$ cat src/source/display_config.svh
// ~~~~~~~~~~~~~~~~~~~~~~~~~~~~~~~~~~~~~~~~~~~~~~~~~~~~~~~~~~~~~~~~~~~~~~
// Display pixel path configuration.
// Frame geometry, tile size, FIFO depth and APB register map.
// ~~~~~~~~~~~~~~~~~~~~~~~~~~~~~~~~~~~~~~~~~~~~~~~~~~~~~~~~~~~~~~~~~~~~~~

`ifndef DISPLAY_CONFIG_SVH
`define DISPLAY_CONFIG_SVH

// Frame geometry in pixels.
`define DISPLAY_FRAME_WIDTH      16
`define DISPLAY_FRAME_HEIGHT     8
`define DISPLAY_TILE_SHIFT       2    // Tile edge is 4 pixels.

`define DISPLAY_FIFO_DEPTH       8    // Must be a power of two.
`define DISPLAY_APB_ADDR_WIDTH   8

// Register map, byte addresses.
`define DISPLAY_REG_CTRL         8'h00
`define DISPLAY_REG_STATUS       8'h04
`define DISPLAY_REG_PALETTE_BASE 8'h40 // 16 words up to 0x7C.

`endif

$ cat src/source/display_pkg.sv
// ~~~~~~~~~~~~~~~~~~~~~~~~~~~~~~~~~~~~~~~~~~~~~~~~~~~~~~~~~~~~~~~~~~~~~~
// Display pixel path package.
// Stream and palette-write types, state and register enums and the
// default 16-entry YUV palette.
// ~~~~~~~~~~~~~~~~~~~~~~~~~~~~~~~~~~~~~~~~~~~~~~~~~~~~~~~~~~~~~~~~~~~~~~

package display_pkg;

    // Palette index with raster markers.
    typedef struct packed {
        logic [3:0] index;
        logic       line_end;
        logic       frame_end;
    } index_pixel_t;

    // Color is Y[9:6], U[5:3], V[2:0].
    typedef struct packed {
        logic [9:0] color;
        logic       line_end;
        logic       frame_end;
    } yuv_pixel_t;

    typedef struct packed {
        logic       enable;
        logic [3:0] index;
        logic [9:0] value;
    } palette_write_t;

    typedef enum logic {SCAN_IDLE, SCAN_ACTIVE} scan_state_t;

    typedef enum logic [1:0] {REG_NONE, REG_CTRL, REG_STATUS, REG_PALETTE} reg_select_t;

    // Sixteen color palette in YUV 4:3:3.
    localparam logic [9:0] YUV_VOID   = 10'b0000_100_100;
    localparam logic [9:0] WHITE      = 10'b1111_100_100;
    localparam logic [9:0] GREY       = 10'b1001_100_100;
    localparam logic [9:0] RED        = 10'b0101_011_110;
    localparam logic [9:0] PINK       = 10'b1001_011_101;
    localparam logic [9:0] DARKBROWN  = 10'b0011_011_100;
    localparam logic [9:0] BROWN      = 10'b0110_010_101;
    localparam logic [9:0] ORANGE     = 10'b1001_010_101;
    localparam logic [9:0] YELLOW     = 10'b1101_010_100;
    localparam logic [9:0] DARKGREEN  = 10'b0100_100_011;
    localparam logic [9:0] GREEN      = 10'b0110_010_011;
    localparam logic [9:0] LIGHTGREEN = 10'b1010_001_011;
    localparam logic [9:0] NIGHTBLUE  = 10'b0010_100_011;
    localparam logic [9:0] SEABLUE    = 10'b0100_101_010;
    localparam logic [9:0] SKYBLUE    = 10'b1000_101_010;
    localparam logic [9:0] CLOUDBLUE  = 10'b1101_100_011;

    // Entry 15 first, so DEFAULT_PALETTE[i] is entry i.
    localparam logic [15:0][9:0] DEFAULT_PALETTE = {
        CLOUDBLUE, SKYBLUE, SEABLUE, NIGHTBLUE, LIGHTGREEN, GREEN, DARKGREEN, YELLOW,
        ORANGE, BROWN, DARKBROWN, PINK, RED, GREY, WHITE, YUV_VOID
    };

endpackage

$ cat src/source/display_apb_regs.sv
// ~~~~~~~~~~~~~~~~~~~~~~~~~~~~~~~~~~~~~~~~~~~~~~~~~~~~~~~~~~~~~~~~~~~~~~
// Display APB register block.
// CTRL holds scan enable and index offset, STATUS reports FIFO level
// and a frame counter, and a 16-word window reaches the palette.
// Zero wait states on every transfer.
// ~~~~~~~~~~~~~~~~~~~~~~~~~~~~~~~~~~~~~~~~~~~~~~~~~~~~~~~~~~~~~~~~~~~~~~

`timescale 1ns/10ps
`include "display_config.svh"

module display_apb_regs (
    input  logic                                clock_in,
    input  logic                                reset_n_in,
    input  logic                                psel,
    input  logic                                penable,
    input  logic                                pwrite,
    input  logic [`DISPLAY_APB_ADDR_WIDTH-1:0]  paddr,
    input  logic [31:0]                         pwdata,
    output logic [31:0]                         prdata,
    output logic                                pready,
    input  logic [$clog2(`DISPLAY_FIFO_DEPTH):0] fifo_level,
    input  logic                                frame_done,
    output logic                                scan_enable,
    output logic [3:0]                          index_offset,
    output display_pkg::palette_write_t         palette_write,
    output logic [3:0]                          palette_read_index,
    input  logic [9:0]                          palette_read_color
);

    localparam logic [`DISPLAY_APB_ADDR_WIDTH-1:0] PALETTE_BASE = `DISPLAY_REG_PALETTE_BASE;
    localparam logic [`DISPLAY_APB_ADDR_WIDTH-1:0] PALETTE_SPAN = 64; // 16 words.

    display_pkg::reg_select_t reg_sel;
    logic                     apb_write;
    logic [7:0]               frame_count;
    logic [`DISPLAY_APB_ADDR_WIDTH-1:0] palette_offset;

    assign palette_offset = paddr - PALETTE_BASE;

    // Address decode.
    always_comb begin
        if (paddr == `DISPLAY_REG_CTRL) begin
            reg_sel = display_pkg::REG_CTRL;
        end else if (paddr == `DISPLAY_REG_STATUS) begin
            reg_sel = display_pkg::REG_STATUS;
        end else if (paddr >= PALETTE_BASE && paddr < PALETTE_BASE + PALETTE_SPAN &&
                     paddr[1:0] == 2'b00) begin
            reg_sel = display_pkg::REG_PALETTE;
        end else begin
            reg_sel = display_pkg::REG_NONE;
        end
    end

    assign pready    = psel & penable;          // Never stretches the access phase.
    assign apb_write = psel & penable & pwrite;

    // Word index inside the palette window, shared by write and readback.
    assign palette_read_index = palette_offset[5:2];

    // Palette write lasts exactly the access phase.
    always_comb begin
        palette_write.enable = apb_write && (reg_sel == display_pkg::REG_PALETTE);
        palette_write.index  = palette_read_index;
        palette_write.value  = pwdata[9:0];
    end

    always_ff @(posedge clock_in) begin
        if (!reset_n_in) begin
            scan_enable  <= 1'b0;
            index_offset <= 4'd0;
            frame_count  <= 8'd0;
        end else begin
            if (apb_write && reg_sel == display_pkg::REG_CTRL) begin
                scan_enable  <= pwdata[0];
                index_offset <= pwdata[7:4];
            end
            if (frame_done) frame_count <= frame_count + 8'd1; // Wraps at 256.
        end
    end

    // Read mux.
    always_comb begin
        prdata = 32'd0;
        if (psel) begin
            case (reg_sel)
                display_pkg::REG_CTRL:    prdata = {24'd0, index_offset, 3'd0, scan_enable};
                display_pkg::REG_STATUS:  prdata = {16'd0, frame_count, 8'd0} | 32'(fifo_level);
                display_pkg::REG_PALETTE: prdata = {22'd0, palette_read_color};
                default:                  prdata = 32'd0;
            endcase
        end
    end

endmodule

$ cat src/source/raster_index_gen.sv
// ~~~~~~~~~~~~~~~~~~~~~~~~~~~~~~~~~~~~~~~~~~~~~~~~~~~~~~~~~~~~~~~~~~~~~~
// Raster index generator.
// Walks the frame in raster order and offers one palette index per
// pixel, from tile column plus tile row plus a per-frame offset.
// Stops only at a frame boundary.
// ~~~~~~~~~~~~~~~~~~~~~~~~~~~~~~~~~~~~~~~~~~~~~~~~~~~~~~~~~~~~~~~~~~~~~~

`timescale 1ns/10ps
`include "display_config.svh"

module raster_index_gen (
    input  logic                        clock_in,
    input  logic                        reset_n_in,
    input  logic                        scan_enable,
    input  logic [3:0]                  index_offset,
    output logic                        gen_valid,
    output display_pkg::index_pixel_t   gen_pixel,
    input  logic                        gen_ready
);

    localparam int X_WIDTH = $clog2(`DISPLAY_FRAME_WIDTH);
    localparam int Y_WIDTH = $clog2(`DISPLAY_FRAME_HEIGHT);
    localparam logic [X_WIDTH-1:0] X_LAST = X_WIDTH'(`DISPLAY_FRAME_WIDTH - 1);
    localparam logic [Y_WIDTH-1:0] Y_LAST = Y_WIDTH'(`DISPLAY_FRAME_HEIGHT - 1);

    display_pkg::scan_state_t state;
    logic [X_WIDTH-1:0]       x;
    logic [Y_WIDTH-1:0]       y;
    logic [3:0]               offset_q;     // Frozen for the whole frame.
    logic [3:0]               tile_col;
    logic [3:0]               tile_row;
    logic                     accepted;

    assign tile_col = 4'(x >> `DISPLAY_TILE_SHIFT);
    assign tile_row = 4'(y >> `DISPLAY_TILE_SHIFT);

    assign gen_valid           = (state == display_pkg::SCAN_ACTIVE);
    assign gen_pixel.index     = tile_col + tile_row + offset_q; // Modulo 16.
    assign gen_pixel.line_end  = (x == X_LAST);
    assign gen_pixel.frame_end = (x == X_LAST) && (y == Y_LAST);

    assign accepted = gen_valid & gen_ready;

    always_ff @(posedge clock_in) begin
        if (!reset_n_in) begin
            state    <= display_pkg::SCAN_IDLE;
            x        <= '0;
            y        <= '0;
            offset_q <= 4'd0;
        end else begin
            case (state)
                display_pkg::SCAN_IDLE: begin
                    if (scan_enable) begin
                        state    <= display_pkg::SCAN_ACTIVE;
                        x        <= '0;
                        y        <= '0;
                        offset_q <= index_offset;
                    end
                end
                display_pkg::SCAN_ACTIVE: begin
                    if (accepted) begin
                        if (gen_pixel.frame_end) begin
                            // Frame boundary, the only place to stop.
                            x        <= '0;
                            y        <= '0;
                            offset_q <= index_offset;
                            if (!scan_enable) state <= display_pkg::SCAN_IDLE;
                        end else if (gen_pixel.line_end) begin
                            x <= '0;
                            y <= y + 1'b1;
                        end else begin
                            x <= x + 1'b1;
                        end
                    end
                end
                default: state <= display_pkg::SCAN_IDLE;
            endcase
        end
    end

endmodule

$ cat src/source/pixel_fifo.sv
// ~~~~~~~~~~~~~~~~~~~~~~~~~~~~~~~~~~~~~~~~~~~~~~~~~~~~~~~~~~~~~~~~~~~~~~
// Pixel FIFO.
// Circular buffer of index pixels with valid/ready on both sides.
// Push and pop may happen in the same cycle; level is the occupancy.
// ~~~~~~~~~~~~~~~~~~~~~~~~~~~~~~~~~~~~~~~~~~~~~~~~~~~~~~~~~~~~~~~~~~~~~~

`timescale 1ns/10ps
`include "display_config.svh"

module pixel_fifo (
    input  logic                                clock_in,
    input  logic                                reset_n_in,
    input  logic                                push_valid,
    output logic                                push_ready,
    input  display_pkg::index_pixel_t           push_pixel,
    output logic                                pop_valid,
    input  logic                                pop_ready,
    output display_pkg::index_pixel_t           pop_pixel,
    output logic [$clog2(`DISPLAY_FIFO_DEPTH):0] level
);

    localparam int DEPTH     = `DISPLAY_FIFO_DEPTH;
    localparam int PTR_WIDTH = $clog2(DEPTH);

    display_pkg::index_pixel_t mem [DEPTH];
    logic [PTR_WIDTH-1:0]      wr_ptr;
    logic [PTR_WIDTH-1:0]      rd_ptr;
    logic [PTR_WIDTH:0]        count;
    logic                      do_push;
    logic                      do_pop;

    assign push_ready = (count != (PTR_WIDTH + 1)'(DEPTH)); // Low when full.
    assign pop_valid  = (count != '0);
    assign pop_pixel  = mem[rd_ptr];
    assign level      = count;

    assign do_push = push_valid & push_ready;
    assign do_pop  = pop_valid & pop_ready;

    // Storage.
    always_ff @(posedge clock_in) begin
        if (do_push) mem[wr_ptr] <= push_pixel;
    end

    always_ff @(posedge clock_in) begin
        if (!reset_n_in) begin
            wr_ptr <= '0;
            rd_ptr <= '0;
            count  <= '0;
        end else begin
            if (do_push) wr_ptr <= wr_ptr + 1'b1; // Wraps, depth is a power of two.
            if (do_pop)  rd_ptr <= rd_ptr + 1'b1;
            case ({do_push, do_pop})
                2'b10:   count <= count + 1'b1;
                2'b01:   count <= count - 1'b1;
                default: count <= count;
            endcase
        end
    end

endmodule

$ cat src/source/color_palette.sv
// ~~~~~~~~~~~~~~~~~~~~~~~~~~~~~~~~~~~~~~~~~~~~~~~~~~~~~~~~~~~~~~~~~~~~~~
// Color palette.
// 16-entry YUV table with reset defaults, a write port and a
// readback port. A registered lookup stage turns index pixels into
// YUV pixels; input is held off during a palette write.
// ~~~~~~~~~~~~~~~~~~~~~~~~~~~~~~~~~~~~~~~~~~~~~~~~~~~~~~~~~~~~~~~~~~~~~~

`timescale 1ns/10ps

module color_palette (
    input  logic                        clock_in,
    input  logic                        reset_n_in,
    input  logic                        fifo_valid,
    output logic                        fifo_ready,
    input  display_pkg::index_pixel_t   fifo_pixel,
    input  display_pkg::palette_write_t palette_write,
    input  logic [3:0]                  palette_read_index,
    output logic [9:0]                  palette_read_color,
    output logic                        pixel_valid,
    input  logic                        pixel_ready,
    output display_pkg::yuv_pixel_t     pixel_out
);

    logic [9:0] color_table [16];
    logic       take_pixel;

    // Output slot is free, or emptied this cycle, and no write is in flight.
    assign fifo_ready = (!pixel_valid || pixel_ready) && !palette_write.enable;
    assign take_pixel = fifo_valid & fifo_ready;

    assign palette_read_color = color_table[palette_read_index];

    // Table.
    always_ff @(posedge clock_in) begin
        if (!reset_n_in) begin
            for (int i = 0; i < 16; i++) begin
                color_table[i] <= display_pkg::DEFAULT_PALETTE[i];
            end
        end else if (palette_write.enable) begin
            color_table[palette_write.index] <= palette_write.value;
        end
    end

    // Lookup stage, reads the table as it stands before this edge.
    always_ff @(posedge clock_in) begin
        if (!reset_n_in) begin
            pixel_valid         <= 1'b0;
            pixel_out.color     <= display_pkg::YUV_VOID;
            pixel_out.line_end  <= 1'b0;
            pixel_out.frame_end <= 1'b0;
        end else begin
            if (take_pixel) begin
                pixel_valid         <= 1'b1;
                pixel_out.color     <= color_table[fifo_pixel.index];
                pixel_out.line_end  <= fifo_pixel.line_end;
                pixel_out.frame_end <= fifo_pixel.frame_end;
            end else if (pixel_ready) begin
                pixel_valid <= 1'b0; // Taken downstream, nothing new.
            end
        end
    end

endmodule

$ cat src/source/display_top.sv
// ~~~~~~~~~~~~~~~~~~~~~~~~~~~~~~~~~~~~~~~~~~~~~~~~~~~~~~~~~~~~~~~~~~~~~~
// Display pixel path top level.
// APB register block, raster index generator, pixel FIFO and color
// palette feeding a valid/ready YUV pixel stream.
// ~~~~~~~~~~~~~~~~~~~~~~~~~~~~~~~~~~~~~~~~~~~~~~~~~~~~~~~~~~~~~~~~~~~~~~

`timescale 1ns/10ps
`include "display_config.svh"

module display_top (
    input  logic                               clock_in,
    input  logic                               reset_n_in,
    input  logic                               psel,
    input  logic                               penable,
    input  logic                               pwrite,
    input  logic [`DISPLAY_APB_ADDR_WIDTH-1:0] paddr,
    input  logic [31:0]                        pwdata,
    output logic [31:0]                        prdata,
    output logic                               pready,
    output logic                               pslverr,
    output logic                               pixel_valid,
    input  logic                               pixel_ready,
    output display_pkg::yuv_pixel_t            pixel_out
);

    logic                                 scan_enable;
    logic [3:0]                           index_offset;
    display_pkg::palette_write_t          palette_write;
    logic [3:0]                           palette_read_index;
    logic [9:0]                           palette_read_color;
    logic                                 gen_valid;
    logic                                 gen_ready;
    display_pkg::index_pixel_t            gen_pixel;
    logic                                 fifo_valid;
    logic                                 fifo_ready;
    display_pkg::index_pixel_t            fifo_pixel;
    logic [$clog2(`DISPLAY_FIFO_DEPTH):0] fifo_level;
    logic                                 frame_done;

    assign pslverr    = 1'b0;
    assign frame_done = pixel_valid & pixel_ready & pixel_out.frame_end; // Last pixel out.

    display_apb_regs u_display_apb_regs (
        .clock_in, .reset_n_in, .psel, .penable, .pwrite, .paddr, .pwdata, .prdata, .pready,
        .fifo_level, .frame_done, .scan_enable, .index_offset, .palette_write,
        .palette_read_index, .palette_read_color
    );

    raster_index_gen u_raster_index_gen (
        .clock_in, .reset_n_in, .scan_enable, .index_offset,
        .gen_valid, .gen_pixel, .gen_ready
    );

    pixel_fifo u_pixel_fifo (
        .clock_in, .reset_n_in,
        .push_valid (gen_valid),  .push_ready (gen_ready),  .push_pixel (gen_pixel),
        .pop_valid  (fifo_valid), .pop_ready  (fifo_ready), .pop_pixel  (fifo_pixel),
        .level      (fifo_level)
    );

    color_palette u_color_palette (
        .clock_in, .reset_n_in, .fifo_valid, .fifo_ready, .fifo_pixel, .palette_write,
        .palette_read_index, .palette_read_color, .pixel_valid, .pixel_ready, .pixel_out
    );

endmodule

$ cat config.mk
export PLATFORM = sky130hd
export DESIGN_NAME = display_top
export DESIGN_NICKNAME = d
export VERILOG_FILES = /design/src/source/display_pkg.sv /design/src/source/display_apb_regs.sv /design/src/source/raster_index_gen.sv /design/src/source/pixel_fifo.sv /design/src/source/color_palette.sv /design/src/source/display_top.sv
export VERILOG_INCLUDE_DIRS = /design/src /design/src/source
export SDC_FILE = /design/constraint.sdc
export NUM_CORES = 1
export LEC_CHECK = 0
export BUFFER_PORTS_ARGS = -buffer_cell sky130_fd_sc_hd__buf_2
export CORE_MARGIN = 10
export CORE_UTILIZATION = 50
export DETAILED_ROUTE_END_ITERATION = 8
export GPL_TIMING_DRIVEN = 0
export PLACE_DENSITY = 0.7
export SETUP_SLACK_MARGIN = 0.5
export SYNTH_ARGS = -nofsm -noshare
export SYNTH_HDL_FRONTEND = slang
export SYNTH_SLANG_ARGS = --single-unit
$ cat constraint.sdc
create_clock -name clock_in -period 5.9 [get_ports clock_in]
set_input_delay 0.59 -clock clock_in [delete_from_list [all_inputs] [get_ports clock_in]]
set_output_delay 0.59 -clock clock_in [all_outputs]
set_load 0.005 [all_outputs]
## Yosys cells after proc, flatten, opt, wreduce, memory -nomap -nowiden

Memory sizes are Yosys's and may differ from the RTL's. A register that Yosys moved wholly into a read port is not among the register bits.
Cells that the tools add are included.

- RAM bits: 208
- Register bits: 38
- Output and inout port bits: 47
- Word-level logic and storage cells: 104
- Memories: 2
- Bits of input ports: 46

- Order comparisons: 2
- Mux-type cells: 37
- Equal/unequal tests: 13
- $add $sub $neg: 10
- Reductions and logical operators: 19
- Bitwise operators: 8

Memory list:

| memory | depth | width | rd ports | clocked after Yosys merged registers in | write ports | RTL line | RTL |
|---|---|---|---|---|---|---|---|
| u_color_palette.color_table | 16 | 10 | 2 | 1 | 16 | color_palette.sv:24 | `logic [9:0] color_table [16];` |
| u_pixel_fifo.mem | 8 | 6 | 1 | 1 | 1 | pixel_fifo.sv:25 | `display_pkg::index_pixel_t mem [DEPTH];` |

Operator list:

| cell | count |
|---|---|
| one-hot mux 32 bit (3 select lines) | 1 |
| two-way mux 32 bit | 1 |
| two-way mux 4 bit | 8 |
| one-hot mux 4 bit (2 select lines) | 3 |
| two-way mux 3 bit | 6 |
| OR 16 x 4 -> 16 bit | 1 |
| two-way mux 1 bit | 12 |
| two-way mux 10 bit | 1 |
| OR reduction 10 bit | 1 |
| adder 3 x 1 -> 3 bit, second input constant | 3 |
| adder 4 x 1 -> 4 bit, second input constant | 2 |
| adder 8 x 1 -> 8 bit, second input constant | 1 |
| equality test 8 x 3 -> 1 bit, second input constant | 1 |
| >= comparator 8 x 7 -> 1 bit, second input constant | 1 |
| zero test 8 bit | 1 |
| less-than comparator 8 bit, second input constant | 1 |
| bitwise AND 1 bit | 6 |
| equality test 2 bit, second input constant | 3 |
| logical AND 1 bit | 6 |
| two-way mux 2 bit | 3 |
| one-hot mux 3 bit (2 select lines) | 1 |
| AND reduction 3 bit | 2 |
| subtractor 6 x 1 -> 6 bit, second input constant | 1 |
| adder 4 bit | 1 |
| 17 further kinds | 22 |

## Longest topological paths before layout

- Word-level depth: 13
- Mapped depth: 13
- Gate-level depth less buffers: 10

## Hierarchy

A second synthesis with hierarchy kept.

- Cells, all modules: 946
- Area total of the unflattened synthesis: 13346.6 um2

By module, submodules not included:

| module | cells each | sequential area each (um2) | area each (um2) | times used |
|---|---|---|---|---|
| color_palette | 577 | 5064.9 | 8984.9 | 1 |
| pixel_fifo | 143 | 1701.6 | 2479.9 | 1 |
| display_apb_regs | 145 | 260.2 | 1146.1 | 1 |
| raster_index_gen | 78 | 240.2 | 718.2 | 1 |
| display_top | 3 | 0.0 | 17.5 | 1 |

## Least setup slack after synthesis

Ideal clock, no wire load.

- Kind: input -> output
- From: input port paddr[2]
- To: output port prdata[0]
- Buffers on the path: 2
- Path slack: 2.928 ns
- Cell stages on the path: 7
- Data required time: 5.310 ns
- Arrival: 2.382 ns
- Cell sequence: buf_2 -> buf_2 -> mux4_2 -> mux4_2 -> nand2_1 -> o21ai_0 -> and2_1

- Word-level cells in the longest chain between the ends: 9
- Elaborated cells between the ends (all ways): 16
- Those cells by class: add/sub (1); order compare (2); eq/ne (4); mux (5); reduce/logical (3); memory (1)

Ends and longest elaborated chain:

| element | RTL line | RTL |
|---|---|---|
| start, declared | display_top.sv:16 | `` input logic [`DISPLAY_APB_ADDR_WIDTH-1:0] paddr, `` |
| >= comparator 8 x 7 -> 1 bit or less-than comparator 8 bit (tied branches) | display_apb_regs.sv:46 | `end else if (paddr >= PALETTE_BASE && paddr < PALETTE_BASE + PALETTE_SPAN &&` |
| logical AND 1 bit (2 in a row) | display_apb_regs.sv:46 |  |
| two-way mux 2 bit | display_apb_regs.sv:46 |  |
| two-way mux 2 bit | display_apb_regs.sv:44 | `` end else if (paddr == `DISPLAY_REG_STATUS) begin `` |
| two-way mux 2 bit | display_apb_regs.sv:42 | `` if (paddr == `DISPLAY_REG_CTRL) begin `` |
| equality test 2 bit or equality test 2 x 1 -> 1 bit (tied branches) | display_apb_regs.sv:85 | `case (reg_sel)` |
| one-hot mux 32 bit (3 select lines) * | display_apb_regs.sv:85 |  |
| two-way mux 32 bit * | display_apb_regs.sv:84 | `if (psel) begin` |
| end, declared | display_top.sv:18 | `output logic [31:0] prdata,` |

Mark *: on every way between the ends. The rest lies on a longest branch, timed or not.

## Final worst setup path

- From: input port paddr[3]
- To: output port prdata[0]

Same word-level chain as after synthesis.

==> flow_summary.json <==
{
  "outcome": "completed",
  "avgSynthCellArea_um2": 13.4,
  "dieArea_um2": 33700,
  "synthFlopType": "edfxtp_1",
  "overflow": 0,
  "routed_via_density": 6.31,
  "setup.worst_path.class": "primary input to primary output",
  "setup_viol": 0,
  "worst_slack_ns": 1.87,
  "powerDensity_nw_per_um2": 284,
  "worstMarginPinSlew_ns": 1.22,
  "grt_pass1_wl_um": 59100,
  "pre_cts_ws_ns": 1.84,
  "hold_start": "pixel_ready",
  "dp_cells": 1411,
  "fin_util_pct": 57.9,
  "finalCriticalPeriod_ns": 4.03,
  "cts_resized": 0,
  "critical_path.startpoint_type": "primary input",
  "cts_root_buffer": "clkbuf_16",
  "grt_max_degree": 16,
  "synth_cell_types": 52,
  "postCtsSetupBuffers": 0,
  "post-route-period-util_pct": 68.3,
  "cp-startpoint": "paddr[3]",
  "stdcell_count": 1463,
  "end_kind": "primary output",
  "ir_drop_mv": 0.237,
  "die_h_um": 183,
  "cts.sinks": 259,
  "min_path_type": "primary input to register",
  "synth.yosys.seq_area_share_pct": 54.4,
  "synth_area_um2": 13400,
  "htreeDepth": 1,
  "required_ns": 5.31,
  "nets": 1166,
  "numCtsBuffers": 28,
  "yosysWarnings": 0,
  "grt_pass1_vias": 9011,
  "final_common_cell": "edfxtp_1",
  "cts_hold_buffers": 0,
  "maxSlewHeadroom_pct": 17.9,
  "start_util_pct": 51.0,
  "multi_input_area_um2": 5630,
  "antenna_found_initial": 0,
  "holdWs_ns": 0.392,
  "drive_gt1_share_pct": 19.8,
  "yosysTopAreaCellShare_pct": 46.8,
  "ant_nets": 0,
  "fillCellCount": 2134,
  "rsz0062_at_grt": "false",
  "clkTransAtPathRegs_ns": 0.06,
  "async_flop_share_pct": 0,
  "port_buffers": 50,
  "antenna_cells": 0,
  "worstSkewPairLatency_ns": 0.58,
  "final_cell_mix": "208 x edfxtp_1, 139 x mux2i_1, 72 x or3_1",
  "synth_top_cell_by_area": "edfxtp_1",
  "wl_per_cell_um": 27.8,
  "place_congestion": 1.01,
  "hpwl_um": 29700,
  "drtIter0Drc": 909,
  "worst-path-max-fanout": 10,
  "yosys-top-cells-area": "edfxtp_1 47%, mux2i_1 10%, mux4_2 10%",
  "hold_violations": 0,
  "drt_wl_total_um": 40600,
  "reg2reg_from": "u_pixel_fifo.level[1]",
  "drc": 0,
  "skew_ns": 0.0319,
  "core_area_um2": 26200,
  "fin_setup_tns_ns": 0,
  "leakagePower_uw": 0.00579,
  "die_x_um": 183,
  "synth_edf_count": 208,
  "seq_area_um2": 7270,
  "grt.total_usage_pct": 23.7,
  "clk_path_buf_depth": 3,
  "rows": 59,
  "cts_tree": "built",
  "ios": 93,
  "fmax_ghz": 0.248,
  "area_delta_synth_final_pct": 13.6,
  "ys_seq_elements": 259,
  "syn_inst": 998,
  "slew_viol_final": 0,
  "drt_pass1_iterations": 8,
  "arrival_ns": 3.44,
  "drv_cap": 0,
  "via_count": 9235
}
critical path, cell delays in order:
cell and delay [ns]:
clkbuf_1 0.62, clkbuf_1 0.72, mux4_2 0.47, mux4_2 0.55, nand2_1 0.11, o21ai_0 0.09
and2_1 0.16, buf_2 0.12
per-layer routing:
layer	share of wire, %	global-route usage, %	vias to the layer above
met2	45	36.4	561
met1	39	31.6	4573
li1	-	-	4005
met3	12	6.46	96
met5	0	0	-
met4	4.0	9.15	0
cell usage after synthesis (3+ instances only):
| library cell | number |
|---|---|
| ha_1 | 13 |
| buf_2 | 10 |
| a211oi_1 | 9 |
| o22ai_1 | 9 |
| mux4_2 | 61 |
| nand2b_1 | 3 |
| xor2_1 | 6 |
| xnor2_1 | 11 |
| buf_4 | 26 |
| nor2b_1 | 32 |
| a21oi_1 | 10 |
| mux2i_1 | 139 |
| buf_6 | 3 |
| nor2_1 | 18 |
| and3_1 | 60 |
| and2_1 | 57 |
| nor3b_1 | 5 |
| a22oi_1 | 19 |
| o21ai_0 | 30 |
| a21boi_0 | 4 |
| dfxtp_1 | 51 |
| inv_1 | 4 |
| or2_2 | 7 |
| clkbuf_1 | 54 |
| or3_1 | 72 |
| nor3_1 | 6 |
| nand4_1 | 5 |
| nand2_1 | 27 |
| edfxtp_1 | 208 |
| buf_1 | 4 |
| nand3_1 | 8 |
path summary, 6_finish.rpt:
kind                                       to  slack [ns]  cells after the start
setup / recovery                    prdata[0]        1.87                      8
hold / removal    u_color_palette.pixel_valid        0.39                      3
setup reg to reg        u_pixel_fifo.level[2]        2.54                     13
hold reg to reg       u_raster_index_gen.y[1]        0.47                      2
sequential cells by signal, indices dropped and copies added (netlist names), named ones only:
name                             count
u_pixel_fifo.mem                    48
u_pixel_fifo.wr_ptr                  3
u_raster_index_gen.offset_q          4
u_pixel_fifo.rd_ptr                  3
u_raster_index_gen.y                 3
u_color_palette.pixel_valid          1
u_color_palette.pixel_out           12
u_raster_index_gen.gen_valid         1
u_display_apb_regs.scan_enable       1
u_color_palette.color_table        160
u_raster_index_gen.x                 4
u_display_apb_regs.index_offset      4
u_display_apb_regs.frame_count       8
u_pixel_fifo.level                   4
through the flow:
step           total power, uW  area (um^2)
5_1_grt                   4410        15200
2_1_floorplan             2320        13400
3_3_place_gp              2480        14100
6_report                  4300        15200
3_5_place_dp              2490        14200
4_1_cts                   4300        15200
final cells by class:
class	instances	area share [%]
plain buffers	98	3.37
clock buffers	35	4.99
multi-input cells	652	37.1
clock inverters	17	1.43
well taps	335	2.76
flip-flops and latches	259	47.9
repair buffers	62	2.29
inverters	5	0.124
cells by family (layout without fill, tap and decap cells):
logic type | Yosys count | count (layout) | synth area share [%]
adders and majority gates | 14 | 14 | 1.37
buffers and inverters | 103 | 217 | 3.97
DFF | 259 | 259 | 54.4
other | 1 | 17 | 0.0281
AOI/OAI and AO/OA | 92 | 92 | 4.40
muxes | 202 | 202 | 21.0
and+or+nand+nor | 310 | 310 | 13.8
xor gates and xnor gates | 17 | 17 | 1.11
where the power goes:
group / switching (uW) / internal [uW]
Sequential: 38.6 / 2030
Combinational: 242 / 156
Clock: 751 / 1090
Note: power is estimated with default switching activity, not from simulation.
